## src/source/mipsPkg.sv

```systemverilog
`default_nettype none

package mipsPkg;

	// Opcodes
	localparam logic [5:0] opRtype = 6'h00;
	localparam logic [5:0] opJ = 6'h02;
	localparam logic [5:0] opJal = 6'h03;
	localparam logic [5:0] opBeq = 6'h04;
	localparam logic [5:0] opBne = 6'h05;
	localparam logic [5:0] opAddiu = 6'h09;
	localparam logic [5:0] opSlti = 6'h0a;
	localparam logic [5:0] opSltiu = 6'h0b;
	localparam logic [5:0] opAndi = 6'h0c;
	localparam logic [5:0] opOri = 6'h0d;
	localparam logic [5:0] opXori = 6'h0e;
	localparam logic [5:0] opLui = 6'h0f;
	localparam logic [5:0] opLw = 6'h23;
	localparam logic [5:0] opSw = 6'h2b;

	// R-type function field
	localparam logic [5:0] fnSll = 6'h00;
	localparam logic [5:0] fnSrl = 6'h02;
	localparam logic [5:0] fnSra = 6'h03;
	localparam logic [5:0] fnJr = 6'h08;
	localparam logic [5:0] fnAddu = 6'h21;
	localparam logic [5:0] fnSubu = 6'h23;
	localparam logic [5:0] fnAnd = 6'h24;
	localparam logic [5:0] fnOr = 6'h25;
	localparam logic [5:0] fnXor = 6'h26;
	localparam logic [5:0] fnNor = 6'h27;
	localparam logic [5:0] fnSlt = 6'h2a;
	localparam logic [5:0] fnSltu = 6'h2b;

	localparam logic [3:0] aluAdd = 4'd0;
	localparam logic [3:0] aluSub = 4'd1;
	localparam logic [3:0] aluAnd = 4'd2;
	localparam logic [3:0] aluOr = 4'd3;
	localparam logic [3:0] aluXor = 4'd4;
	localparam logic [3:0] aluNor = 4'd5;
	localparam logic [3:0] aluSlt = 4'd6;
	localparam logic [3:0] aluSltu = 4'd7;
	localparam logic [3:0] aluSll = 4'd8;
	localparam logic [3:0] aluSrl = 4'd9;
	localparam logic [3:0] aluSra = 4'd10;
	localparam logic [3:0] aluLui = 4'd11;

	// Operand source in execute
	localparam logic [1:0] fwdNone = 2'd0;
	localparam logic [1:0] fwdMem = 2'd1;
	localparam logic [1:0] fwdWb = 2'd2;

	localparam logic [4:0] linkReg = 5'd31;
	localparam logic [31:0] resetPc = 32'h0000_0000;

	// Low 26 bits of the I view double as the jump target
	typedef union packed {
		struct packed {
			logic [5:0] op;
			logic [4:0] rs;
			logic [4:0] rt;
			logic [4:0] rd;
			logic [4:0] shamt;
			logic [5:0] funct;
		} r;
		struct packed {
			logic [5:0] op;
			logic [4:0] rs;
			logic [4:0] rt;
			logic [15:0] imm;
		} i;
	} instrU;

endpackage

`default_nettype wire

```

## src/source/alu.sv

```systemverilog
`timescale 1ns/10ps
`default_nettype none

module alu import mipsPkg::*; (
	input logic [31:0] a_i,
	input logic [31:0] b_i,
	input logic [4:0] shamt_i,
	input logic [3:0] op_i,
	output logic [31:0] y_o
);

	always_comb begin
		case (op_i)
			aluAdd: y_o = a_i + b_i;
			aluSub: y_o = a_i - b_i;
			aluAnd: y_o = a_i & b_i;
			aluOr: y_o = a_i | b_i;
			aluXor: y_o = a_i ^ b_i;
			aluNor: y_o = ~(a_i | b_i);
			aluSlt: y_o = {31'd0, $signed(a_i) < $signed(b_i)};
			aluSltu: y_o = {31'd0, a_i < b_i};
			// Shifts act on the rt operand
			aluSll: y_o = b_i << shamt_i;
			aluSrl: y_o = b_i >> shamt_i;
			aluSra: y_o = $signed(b_i) >>> shamt_i;
			aluLui: y_o = b_i << 16;
			default: y_o = '0;
		endcase
	end

endmodule

`default_nettype wire

```

## src/source/regFile.sv

```systemverilog
`timescale 1ns/10ps
`default_nettype none

module regFile (
	input logic clk_i,
	input logic reset_i,
	input logic we_i,
	input logic [4:0] raddrA_i,
	input logic [4:0] raddrB_i,
	input logic [4:0] waddr_i,
	input logic [31:0] wdata_i,
	output logic [31:0] rdataA_o,
	output logic [31:0] rdataB_o
);

	logic [31:0] regs [32];
	logic hitA, hitB;

	always_ff @(posedge clk_i) begin
		if (reset_i) begin
			for (int n = 0; n < 32; n++) begin
				regs[n] <= '0;
			end
		end else if (we_i && waddr_i != 5'd0) begin
			regs[waddr_i] <= wdata_i;
		end
	end

	// Same-cycle write is visible to decode
	assign hitA = we_i && waddr_i != 5'd0 && raddrA_i == waddr_i;
	assign hitB = we_i && waddr_i != 5'd0 && raddrB_i == waddr_i;
	assign rdataA_o = hitA ? wdata_i : regs[raddrA_i];
	assign rdataB_o = hitB ? wdata_i : regs[raddrB_i];

endmodule

`default_nettype wire

```

## src/source/hazardUnit.sv

```systemverilog
`timescale 1ns/10ps
`default_nettype none

module hazardUnit import mipsPkg::*; (
	input logic [4:0] rsD_i,
	input logic [4:0] rtD_i,
	input logic [4:0] rsE_i,
	input logic [4:0] rtE_i,
	input logic [4:0] writeRegE_i,
	input logic [4:0] writeRegM_i,
	input logic [4:0] writeRegW_i,
	input logic regWriteE_i,
	input logic regWriteM_i,
	input logic regWriteW_i,
	input logic memToRegE_i,
	input logic memToRegM_i,
	input logic branchD_i,
	input logic jumpRegD_i,
	output logic [1:0] forwardAE_o,
	output logic [1:0] forwardBE_o,
	output logic forwardAD_o,
	output logic forwardBD_o,
	output logic stallF_o,
	output logic stallD_o,
	output logic flushE_o
);

	logic lwStall, branchStall;

	// M wins over W
	function automatic logic [1:0] fwdExec(input logic [4:0] src);
		if (src != 5'd0 && regWriteM_i && src == writeRegM_i) begin
			return fwdMem;
		end else if (src != 5'd0 && regWriteW_i && src == writeRegW_i) begin
			return fwdWb;
		end
		return fwdNone;
	endfunction

	// Nonzero destination read by the decode-stage instruction
	function automatic logic readInD(input logic [4:0] dst);
		return dst != 5'd0 && (dst == rsD_i || dst == rtD_i);
	endfunction

	always_comb begin
		forwardAE_o = fwdExec(rsE_i);
		forwardBE_o = fwdExec(rtE_i);
		forwardAD_o = rsD_i != 5'd0 && regWriteM_i && rsD_i == writeRegM_i;
		forwardBD_o = rtD_i != 5'd0 && regWriteM_i && rtD_i == writeRegM_i;
		lwStall = memToRegE_i && readInD(writeRegE_i);
		// Comparator and JR need the value in D
		branchStall = (branchD_i || jumpRegD_i) &&
			((regWriteE_i && readInD(writeRegE_i)) || (memToRegM_i && readInD(writeRegM_i)));
		stallF_o = lwStall || branchStall;
		stallD_o = lwStall || branchStall;
		flushE_o = lwStall || branchStall;
	end

endmodule

`default_nettype wire

```

## src/source/controlUnit.sv

```systemverilog
`timescale 1ns/10ps
`default_nettype none

module controlUnit import mipsPkg::*; (
	input instrU instr_i,
	output logic regWrite_o,
	output logic memToReg_o,
	output logic memWrite_o,
	output logic aluSrc_o,
	output logic regDst_o,
	output logic zeroExt_o,
	output logic branch_o,
	output logic branchNe_o,
	output logic jump_o,
	output logic jumpReg_o,
	output logic link_o,
	output logic [3:0] aluOp_o
);

	always_comb begin
		regWrite_o = 1'b0;
		memToReg_o = 1'b0;
		memWrite_o = 1'b0;
		aluSrc_o = 1'b0;
		regDst_o = 1'b0;
		zeroExt_o = 1'b0;
		branch_o = 1'b0;
		branchNe_o = 1'b0;
		jump_o = 1'b0;
		jumpReg_o = 1'b0;
		link_o = 1'b0;
		aluOp_o = aluAdd;
		case (instr_i.r.op)
			opRtype: begin
				regWrite_o = 1'b1;
				regDst_o = 1'b1;
				case (instr_i.r.funct)
					fnSll: aluOp_o = aluSll;
					fnSrl: aluOp_o = aluSrl;
					fnSra: aluOp_o = aluSra;
					fnAddu: aluOp_o = aluAdd;
					fnSubu: aluOp_o = aluSub;
					fnAnd: aluOp_o = aluAnd;
					fnOr: aluOp_o = aluOr;
					fnXor: aluOp_o = aluXor;
					fnNor: aluOp_o = aluNor;
					fnSlt: aluOp_o = aluSlt;
					fnSltu: aluOp_o = aluSltu;
					fnJr: begin
						regWrite_o = 1'b0;
						jumpReg_o = 1'b1;
					end
					default: regWrite_o = 1'b0;
				endcase
			end
			opJ: jump_o = 1'b1;
			opJal: begin
				jump_o = 1'b1;
				link_o = 1'b1;
				regWrite_o = 1'b1;
			end
			opBeq: branch_o = 1'b1;
			opBne: begin
				branch_o = 1'b1;
				branchNe_o = 1'b1;
			end
			opLw: begin
				regWrite_o = 1'b1;
				aluSrc_o = 1'b1;
				memToReg_o = 1'b1;
			end
			opSw: begin
				aluSrc_o = 1'b1;
				memWrite_o = 1'b1;
			end
			opAddiu, opSlti, opSltiu, opAndi, opOri, opXori, opLui: begin
				regWrite_o = 1'b1;
				aluSrc_o = 1'b1;
				// Logic immediates are zero extended
				zeroExt_o = instr_i.i.op inside {opAndi, opOri, opXori};
				case (instr_i.i.op)
					opSlti: aluOp_o = aluSlt;
					opSltiu: aluOp_o = aluSltu;
					opAndi: aluOp_o = aluAnd;
					opOri: aluOp_o = aluOr;
					opXori: aluOp_o = aluXor;
					opLui: aluOp_o = aluLui;
					default: aluOp_o = aluAdd;
				endcase
			end
			default: regWrite_o = 1'b0;
		endcase
	end

endmodule

`default_nettype wire

```

## src/source/datapath.sv

```systemverilog
`timescale 1ns/10ps
`default_nettype none

module datapath import mipsPkg::*; (
	input logic clk_i,
	input logic reset_i,
	input logic regWriteD_i, memToRegD_i, memWriteD_i, aluSrcD_i, regDstD_i,
	input logic [3:0] aluOpD_i,
	input logic zeroExtD_i, branchD_i, branchNeD_i, jumpD_i, jumpRegD_i, linkD_i,
	output instrU instrD_o,
	output logic [31:0] pc_o,
	input logic [31:0] instr_i,
	output logic [31:0] dataAddr_o,
	output logic [31:0] dataWdata_o,
	output logic dataWe_o,
	input logic [31:0] dataRdata_i,
	output logic retire_o,
	output logic [31:0] retirePc_o,
	output logic [4:0] retireReg_o,
	output logic [31:0] retireData_o
);

	logic [31:0] pcF, pcNextF, pcPlus4F, pcPlus8F;
	logic stallF, stallD, flushE, forwardAD, forwardBD;
	logic [1:0] forwardAE, forwardBE;

	instrU instrD;
	logic validD, equalD, branchTakenD;
	logic [31:0] pcD, pcPlus4D, pcPlus8D, immExtD, branchTargetD, jumpTargetD;
	logic [31:0] rdataAD, rdataBD, srcAD, srcBD;
	logic [4:0] writeRegD;

	logic regWriteE, memToRegE, memWriteE, aluSrcE, linkE;
	logic [3:0] aluOpE;
	logic [4:0] rsE, rtE, shamtE, writeRegE;
	logic [31:0] pcE, pcPlus8E, srcAE, srcBE, immExtE, fwdAE, fwdBE, aluBE, aluYE;

	logic regWriteM, memToRegM, memWriteM;
	logic [4:0] writeRegM;
	logic [31:0] pcM, aluOutM, writeDataM;

	logic regWriteW, memToRegW;
	logic [4:0] writeRegW;
	logic [31:0] pcW, aluOutW, readDataW, resultW;

	function automatic logic [31:0] fwdPick(input logic [1:0] sel, input logic [31:0] fromReg,
		input logic [31:0] fromM, input logic [31:0] fromW);
		case (sel)
			fwdMem: return fromM;
			fwdWb: return fromW;
			default: return fromReg;
		endcase
	endfunction

	assign pcPlus4F = pcF + 32'd4;
	assign pcPlus8F = pcF + 32'd8;
	assign pc_o = pcF;

	always_ff @(posedge clk_i) begin
		if (reset_i) begin
			pcF <= resetPc;
		end else if (!stallF) begin
			pcF <= pcNextF;
		end
	end

	// The delay slot is already in fetch, so redirect takes effect after it
	always_comb begin
		if (jumpRegD_i) begin
			pcNextF = srcAD;
		end else if (jumpD_i) begin
			pcNextF = jumpTargetD;
		end else if (branchTakenD) begin
			pcNextF = branchTargetD;
		end else begin
			pcNextF = pcPlus4F;
		end
	end

	always_ff @(posedge clk_i) begin
		if (reset_i) begin
			{instrD, validD} <= '0;
			{pcD, pcPlus4D, pcPlus8D} <= '0;
		end else if (!stallD) begin
			{instrD, validD} <= {instr_i, 1'b1};
			{pcD, pcPlus4D, pcPlus8D} <= {pcF, pcPlus4F, pcPlus8F};
		end
	end

	assign instrD_o = instrD;
	assign immExtD = zeroExtD_i ? {16'd0, instrD.i.imm} : {{16{instrD.i.imm[15]}}, instrD.i.imm};
	assign branchTargetD = pcPlus4D + {immExtD[29:0], 2'b00};
	assign jumpTargetD = {pcPlus4D[31:28], instrD.i.rs, instrD.i.rt, instrD.i.imm, 2'b00};
	assign writeRegD = linkD_i ? linkReg : (regDstD_i ? instrD.r.rd : instrD.i.rt);

	regFile u_regFile (
		.clk_i(clk_i),
		.reset_i(reset_i),
		.we_i(regWriteW),
		.raddrA_i(instrD.i.rs),
		.raddrB_i(instrD.i.rt),
		.waddr_i(writeRegW),
		.wdata_i(resultW),
		.rdataA_o(rdataAD),
		.rdataB_o(rdataBD)
	);

	// W reaches decode through the register file bypass
	assign srcAD = forwardAD ? aluOutM : rdataAD;
	assign srcBD = forwardBD ? aluOutM : rdataBD;
	assign equalD = srcAD == srcBD;
	assign branchTakenD = branchD_i && (equalD != branchNeD_i);

	hazardUnit u_hazard (
		.rsD_i(instrD.i.rs),
		.rtD_i(instrD.i.rt),
		.rsE_i(rsE),
		.rtE_i(rtE),
		.writeRegE_i(writeRegE),
		.writeRegM_i(writeRegM),
		.writeRegW_i(writeRegW),
		.regWriteE_i(regWriteE),
		.regWriteM_i(regWriteM),
		.regWriteW_i(regWriteW),
		.memToRegE_i(memToRegE),
		.memToRegM_i(memToRegM),
		.branchD_i(branchD_i),
		.jumpRegD_i(jumpRegD_i),
		.forwardAE_o(forwardAE),
		.forwardBE_o(forwardBE),
		.forwardAD_o(forwardAD),
		.forwardBD_o(forwardBD),
		.stallF_o(stallF),
		.stallD_o(stallD),
		.flushE_o(flushE)
	);

	always_ff @(posedge clk_i) begin
		if (reset_i || flushE) begin
			{regWriteE, memToRegE, memWriteE, aluSrcE, linkE, aluOpE} <= '0;
			{rsE, rtE, shamtE, writeRegE} <= '0;
			{pcE, pcPlus8E, srcAE, srcBE, immExtE} <= '0;
		end else begin
			{regWriteE, memToRegE, memWriteE} <=
				{regWriteD_i, memToRegD_i, memWriteD_i} & {3{validD}};
			{aluSrcE, linkE, aluOpE} <= {aluSrcD_i, linkD_i, aluOpD_i};
			{rsE, rtE, shamtE, writeRegE} <=
				{instrD.i.rs, instrD.i.rt, instrD.r.shamt, writeRegD};
			{pcE, pcPlus8E, srcAE, srcBE, immExtE} <=
				{pcD, pcPlus8D, rdataAD, rdataBD, immExtD};
		end
	end

	assign fwdAE = fwdPick(forwardAE, srcAE, aluOutM, resultW);
	assign fwdBE = fwdPick(forwardBE, srcBE, aluOutM, resultW);
	assign aluBE = aluSrcE ? immExtE : fwdBE;

	alu u_alu (
		.a_i(fwdAE),
		.b_i(aluBE),
		.shamt_i(shamtE),
		.op_i(aluOpE),
		.y_o(aluYE)
	);

	// Link value joins the result here so M can forward it to JR
	always_ff @(posedge clk_i) begin
		if (reset_i) begin
			{regWriteM, memToRegM, memWriteM, writeRegM} <= '0;
			{pcM, aluOutM, writeDataM} <= '0;
		end else begin
			{regWriteM, memToRegM, memWriteM, writeRegM} <=
				{regWriteE, memToRegE, memWriteE, writeRegE};
			{pcM, writeDataM} <= {pcE, fwdBE};
			aluOutM <= linkE ? pcPlus8E : aluYE;
		end
	end

	assign dataAddr_o = aluOutM;
	assign dataWdata_o = writeDataM;
	assign dataWe_o = memWriteM;

	always_ff @(posedge clk_i) begin
		if (reset_i) begin
			{regWriteW, memToRegW, writeRegW} <= '0;
			{pcW, aluOutW, readDataW} <= '0;
		end else begin
			{regWriteW, memToRegW, writeRegW} <= {regWriteM, memToRegM, writeRegM};
			{pcW, aluOutW, readDataW} <= {pcM, aluOutM, dataRdata_i};
		end
	end

	assign resultW = memToRegW ? readDataW : aluOutW;

	assign retire_o = regWriteW;
	assign retirePc_o = pcW;
	assign retireReg_o = writeRegW;
	// r0 keeps reading zero
	assign retireData_o = (writeRegW == 5'd0) ? '0 : resultW;

endmodule

`default_nettype wire

```

## src/source/mipsCore.sv

```systemverilog
`timescale 1ns/10ps
`default_nettype none

module mipsCore import mipsPkg::*; (
	input logic clk_i,
	input logic reset_i,
	input logic [31:0] instr_i,
	input logic [31:0] dataRdata_i,
	output logic [31:0] pc_o,
	output logic [31:0] dataAddr_o,
	output logic [31:0] dataWdata_o,
	output logic dataWe_o,
	output logic retire_o,
	output logic [31:0] retirePc_o,
	output logic [4:0] retireReg_o,
	output logic [31:0] retireData_o
);

	instrU instrD;
	logic regWriteD, memToRegD, memWriteD, aluSrcD, regDstD, zeroExtD;
	logic branchD, branchNeD, jumpD, jumpRegD, linkD;
	logic [3:0] aluOpD;

	controlUnit u_control (
		.instr_i(instrD),
		.regWrite_o(regWriteD),
		.memToReg_o(memToRegD),
		.memWrite_o(memWriteD),
		.aluSrc_o(aluSrcD),
		.regDst_o(regDstD),
		.zeroExt_o(zeroExtD),
		.branch_o(branchD),
		.branchNe_o(branchNeD),
		.jump_o(jumpD),
		.jumpReg_o(jumpRegD),
		.link_o(linkD),
		.aluOp_o(aluOpD)
	);

	// Memory, retire, clock and reset ports share their names with the top
	datapath u_datapath (
		.regWriteD_i(regWriteD),
		.memToRegD_i(memToRegD),
		.memWriteD_i(memWriteD),
		.aluSrcD_i(aluSrcD),
		.regDstD_i(regDstD),
		.aluOpD_i(aluOpD),
		.zeroExtD_i(zeroExtD),
		.branchD_i(branchD),
		.branchNeD_i(branchNeD),
		.jumpD_i(jumpD),
		.jumpRegD_i(jumpRegD),
		.linkD_i(linkD),
		.instrD_o(instrD),
		.*
	);

endmodule

`default_nettype wire

```

## config.mk

```make
export PLATFORM = sky130hd
export DESIGN_NAME = mipsCore
export DESIGN_NICKNAME = d
export VERILOG_FILES = /design/src/source/mipsPkg.sv /design/src/source/alu.sv /design/src/source/regFile.sv /design/src/source/hazardUnit.sv /design/src/source/controlUnit.sv /design/src/source/datapath.sv /design/src/source/mipsCore.sv
export SDC_FILE = /design/constraint.sdc
export NUM_CORES = 2
export LEC_CHECK = 0
export BUFFER_PORTS_ARGS = -buffer_cell sky130_fd_sc_hd__buf_4
export CAP_MARGIN = 20
export CORE_MARGIN = 4
export CORE_UTILIZATION = 46
export CTS_CLUSTER_DIAMETER = 40
export DETAILED_ROUTE_END_ITERATION = 10
export PLACE_DENSITY_LB_ADDON = 0.12
export RECOVER_POWER = 100
export REMOVE_ABC_BUFFERS = 1
export SYNTH_ARGS = -nofsm -noshare
export SYNTH_HDL_FRONTEND = slang
export SYNTH_SLANG_ARGS = --single-unit
```

## constraint.sdc

```tcl
create_clock -name clk_i -period 9.8 [get_ports clk_i]
set_clock_uncertainty 0.1 [all_clocks]
set_input_delay 0.98 -clock clk_i [delete_from_list [all_inputs] [get_ports clk_i]]
set_output_delay 0.98 -clock clk_i [all_outputs]
set_load 0.02 [all_outputs]
```

==> reports/metrics.yaml <==
status:
  status: "finished, violations left"
  violations: "capacitance limit, slew limit"
drt:
  wirelength_um: 361000
  drc: 0
  drtPass1Iterations: 6
  dr.first_iter.drc_count: 8801
  wl_per_cell_um: 34.5
  ant_nets: 0
  viasPerCell: 6.60
  vias: 68900
setup_path:
  crit_top_cell: "clkbuf_1"
  cp_top_family: "buffers and inverters"
  cp-endpoint: "u_datapath.u_regFile.regs[23][9]"
  crit_cells: 7
  reg2reg_slack_ns: 1.72
  crit_slowest_cell: "clkbuf_1"
  reg2regPathDepth: 14
  crit_start: "reset_i"
  crit_fanout: 33
  critical_path_buf_inv_count: 3
  path_class: "in2reg"
  required_ns: 9.99
  r2r_end: "u_datapath.pc_o[19]"
  start_kind: "input port"
  critical_path_arrival_ns: 9.10
  path_cells: "clkbuf_1 > nor2b_1 > and3_1 > nand2_2 > clkbuf_1 > nand2_1 > clkbuf_1"
  cpPeakStageDelay_ns: 2.42
  endpoint_kind: "register"
power:
  power.switching_w: 0.00586
  p_seq_share_pct: 37.5
  combPwrFrac_pct: 14.8
  clkPwrFrac_pct: 47.7
  total_power_w: 0.0203
  swShare_pct: 28.9
  internal_power_w: 0.0144
  ir_worst_vdd_mv: 0.166
  leakage_nw: 34.9
  power_density_nw_per_um2: 208
synthesis:
  synth_area_leaders: "edfxtp_1 (36%), mux4_2 (13%), dfxtp_1 (13%)"
  synth_cell_type_count: 95
  yosysTopAreaCell: "edfxtp_1"
  yosys.area.top_type_share_pct: 36.1
  ys_seq_area_share_pct: 48.8
  ys_ff_latch: 1564
  yosys_warnings: 0
  syn_area_um2: 85200
  postSynthAreaPerCell_um2: 11.1
  synth-async-reset-ratio_pct: 0
  ys.flop_type: "edfxtp_1"
  syn-instance-count: 7702
  synth-edff-count: 1024
timing:
  tightest_slew_ns: 3.93
  holdWs_ns: 0.173
  worst_slack_ns: 0.891
  relSlewSlack_pct: -162
  grt_setup_unrepaired: "false"
  report.final.slew_viol_count: 2069
  clock.fmax_mhz: 112
  fin_crit_sh_pct: 90.9
  report.final.hold_viol_count: 0
  setup_viol: 0
  post-route-min-period_ns: 8.91
placement:
  finalWeightedCongestion: 0.967
  dp_worst_setup_slack_ns: 2.68
  dp_cells: 9946
  dp_hpwl_um: 230000
  io_buffers: 232
clock_network:
  postCtsHoldBufs: 0
  clkSlewWorstSetupHoldPaths_ns: 0.05
  post_cts_resized: 0
  clkLatencyLatePin_ns: 0.94
  clockBufferDepth: 4
  post_cts_buffers: 0
  cts_made_buffers: 283
  cts_tree: "yes"
  cts.sinks: 1564
  clockRootBuffer: "clkbuf_16"
  cts_htree_levels: 5
layout:
  area_delta_synth_final_pct: 14.7
  fin_nets: 7973
  stdcell_count: 10400
  final_util_pct: 53.2
  layout-drive-gt1-share_pct: 17.5
  fill_cells: 16100
die:
  die_w_um: 438
  ioPinCount: 233
  start_util_pct: 46.4
  design.core.area_um2: 184000
  dieHeight_um: 438
  die-area_um2: 192000
  rows: 157
hold_path:
  hold_class: "in2reg"
global_route:
  grt_pass1_vias: 67000
  grt_pass1_wl_um: 502000
  grt_usage_pct: 36.6
  grt_max_degree: 227
  grt_antenna_before_repair: 20
  grt-ovfl-total: 0
run:
  maxCapViolCount: 67
metal layers:
metal  vias to the layer above  global-route usage, %  part of all wire [%]
met5                         -                      0                 0.035
met4                        18                   28.2                   9.3
met3                      1319                   9.21                    11
met2                      4767                   56.5                    45
met1                     34000                   44.1                    35
li1                      28800                      -                     -
worst min path at each step:
stage                            start                   endpoint  cells after the start
2_1_floorplan  u_datapath.pcPlus8E[13]  u_datapath.dataAddr_o[13]                      2
3_3_place_gp        u_datapath.pcM[14]  u_datapath.retirePc_o[14]                      1
3_5_place_dp   u_datapath.pcPlus8E[26]  u_datapath.dataAddr_o[26]                      2
4_1_cts                dataRdata_i[17]   u_datapath.readDataW[17]                      2
5_1_grt                dataRdata_i[17]   u_datapath.readDataW[17]                      2
6_report               dataRdata_i[17]   u_datapath.readDataW[17]                      2
flip-flops by register name (all words and copies together) (netlist names), 5 cells and up, named ones only:
name,cells
u_datapath.instrD_o,32
u_datapath.rtE,5
u_datapath.pc_o,32
u_datapath.readDataW,32
u_datapath.u_regFile.regs,1024
u_datapath.dataAddr_o,32
u_datapath.srcAE,32
u_datapath.pcD,29
u_datapath.writeRegM,5
u_datapath.rsE,5
u_datapath.immExtE,18
u_datapath.retireReg_o,5
u_datapath.dataWdata_o,32
u_datapath.aluOutW,32
u_datapath.pcE,29
u_datapath.pcPlus8D,32
u_datapath.writeRegE,5
u_datapath.pcM,32
u_datapath.pcPlus8E,32
u_datapath.pcPlus4D,30
u_datapath.retirePc_o,32
u_datapath.srcBE,32
placed cells by master (no fill, tap or decap), types with 103 or more instances in the layout:
master and n:
buf_4 243, a22oi_1 103, inv_1 119, clkbuf_16 286, and3_1 161, edfxtp_1 1024, o21ai_0 245, a21oi_1 353
clkbuf_1 245, nand2_1 490, dfxtp_1 525, nor2_1 1390, ha_1 134, o22ai_1 138, nor2b_1 155, mux2i_1 359
mux4_2 498
power by group through the flow:
stage                     Sequential [W]  Combinational, W  Clock, W
after detailed placement         0.00772           0.00295         0
final                            0.00761           0.00301   0.00969
after floorplan                  0.00771           0.00174         0
after global routing             0.00762           0.00312    0.0101
after global placement           0.00770           0.00294         0
after CTS                        0.00759           0.00296   0.00976
final cells by class:
| class | count | area [µm²] | share of cell area (%) |
|---|---|---|---|
| clock inverter | 168 | 1850 | 1.89 |
| timing repair buffer | 479 | 2870 | 2.93 |
| clock buffer | 321 | 7390 | 7.56 |
| inverter | 127 | 478 | 0.489 |
| sequential | 1564 | 41600 | 42.6 |
| tap | 2464 | 3080 | 3.15 |
| antenna | 4 | 10.0 | 0.0102 |
| multi-input combinational | 5315 | 40400 | 41.4 |
kinds of logic after synthesis:
group | after synthesis | share of synthesized area (%)
other | 1 | 0.00440
AND/OR/NAND/NOR | 2632 | 13.6
XOR/XNOR | 165 | 1.70
AO/OA/AOI/OAI | 1430 | 11.2
buffers and inverters | 854 | 4.56
adder cells (fa/ha/maj) | 137 | 2.04
flip-flops | 1564 | 48.8
multiplexers | 919 | 18.2
cells in the mapped netlist, types with 93 or more instances:
cell type  count
a21oi_1      353
a22oi_1      103
and3_1       161
clkbuf_1     536
dfxtp_1      540
edfxtp_1    1024
ha_1         134
inv_1        122
mux2i_1      392
mux4_2       498
nand2_1      524
nand3_1       93
nor2_1      1396
nor2b_1      160
o21ai_0      247
o22ai_1      138
worst reg2reg max path, stage by stage, from the launching register on:
cell and delay (ns):
dfxtp_4 0.88, buf_12 0.44, mux2i_1 0.40, a22oi_1 0.23
a21oi_1 0.16, nor4_1 1.01, a21oi_1 0.40, o221a_2 0.35
o221ai_1 0.44, nand4_1 0.19, nor4_1 0.82, nand4_1 0.50
nand2_1 1.43, mux2_2 0.46, o31ai_1 0.18
stage by stage:
step | cell area [µm²] | setup TNS (ns)
after CTS | 98700 | 0
after global routing | 97700 | 0
after global placement | 89400 | 0
after detailed placement | 89400 | 0
after floorplan | 81900 | -440.37
final | 97700 | 0
Note: power is estimated with default switching activity, not from simulation.
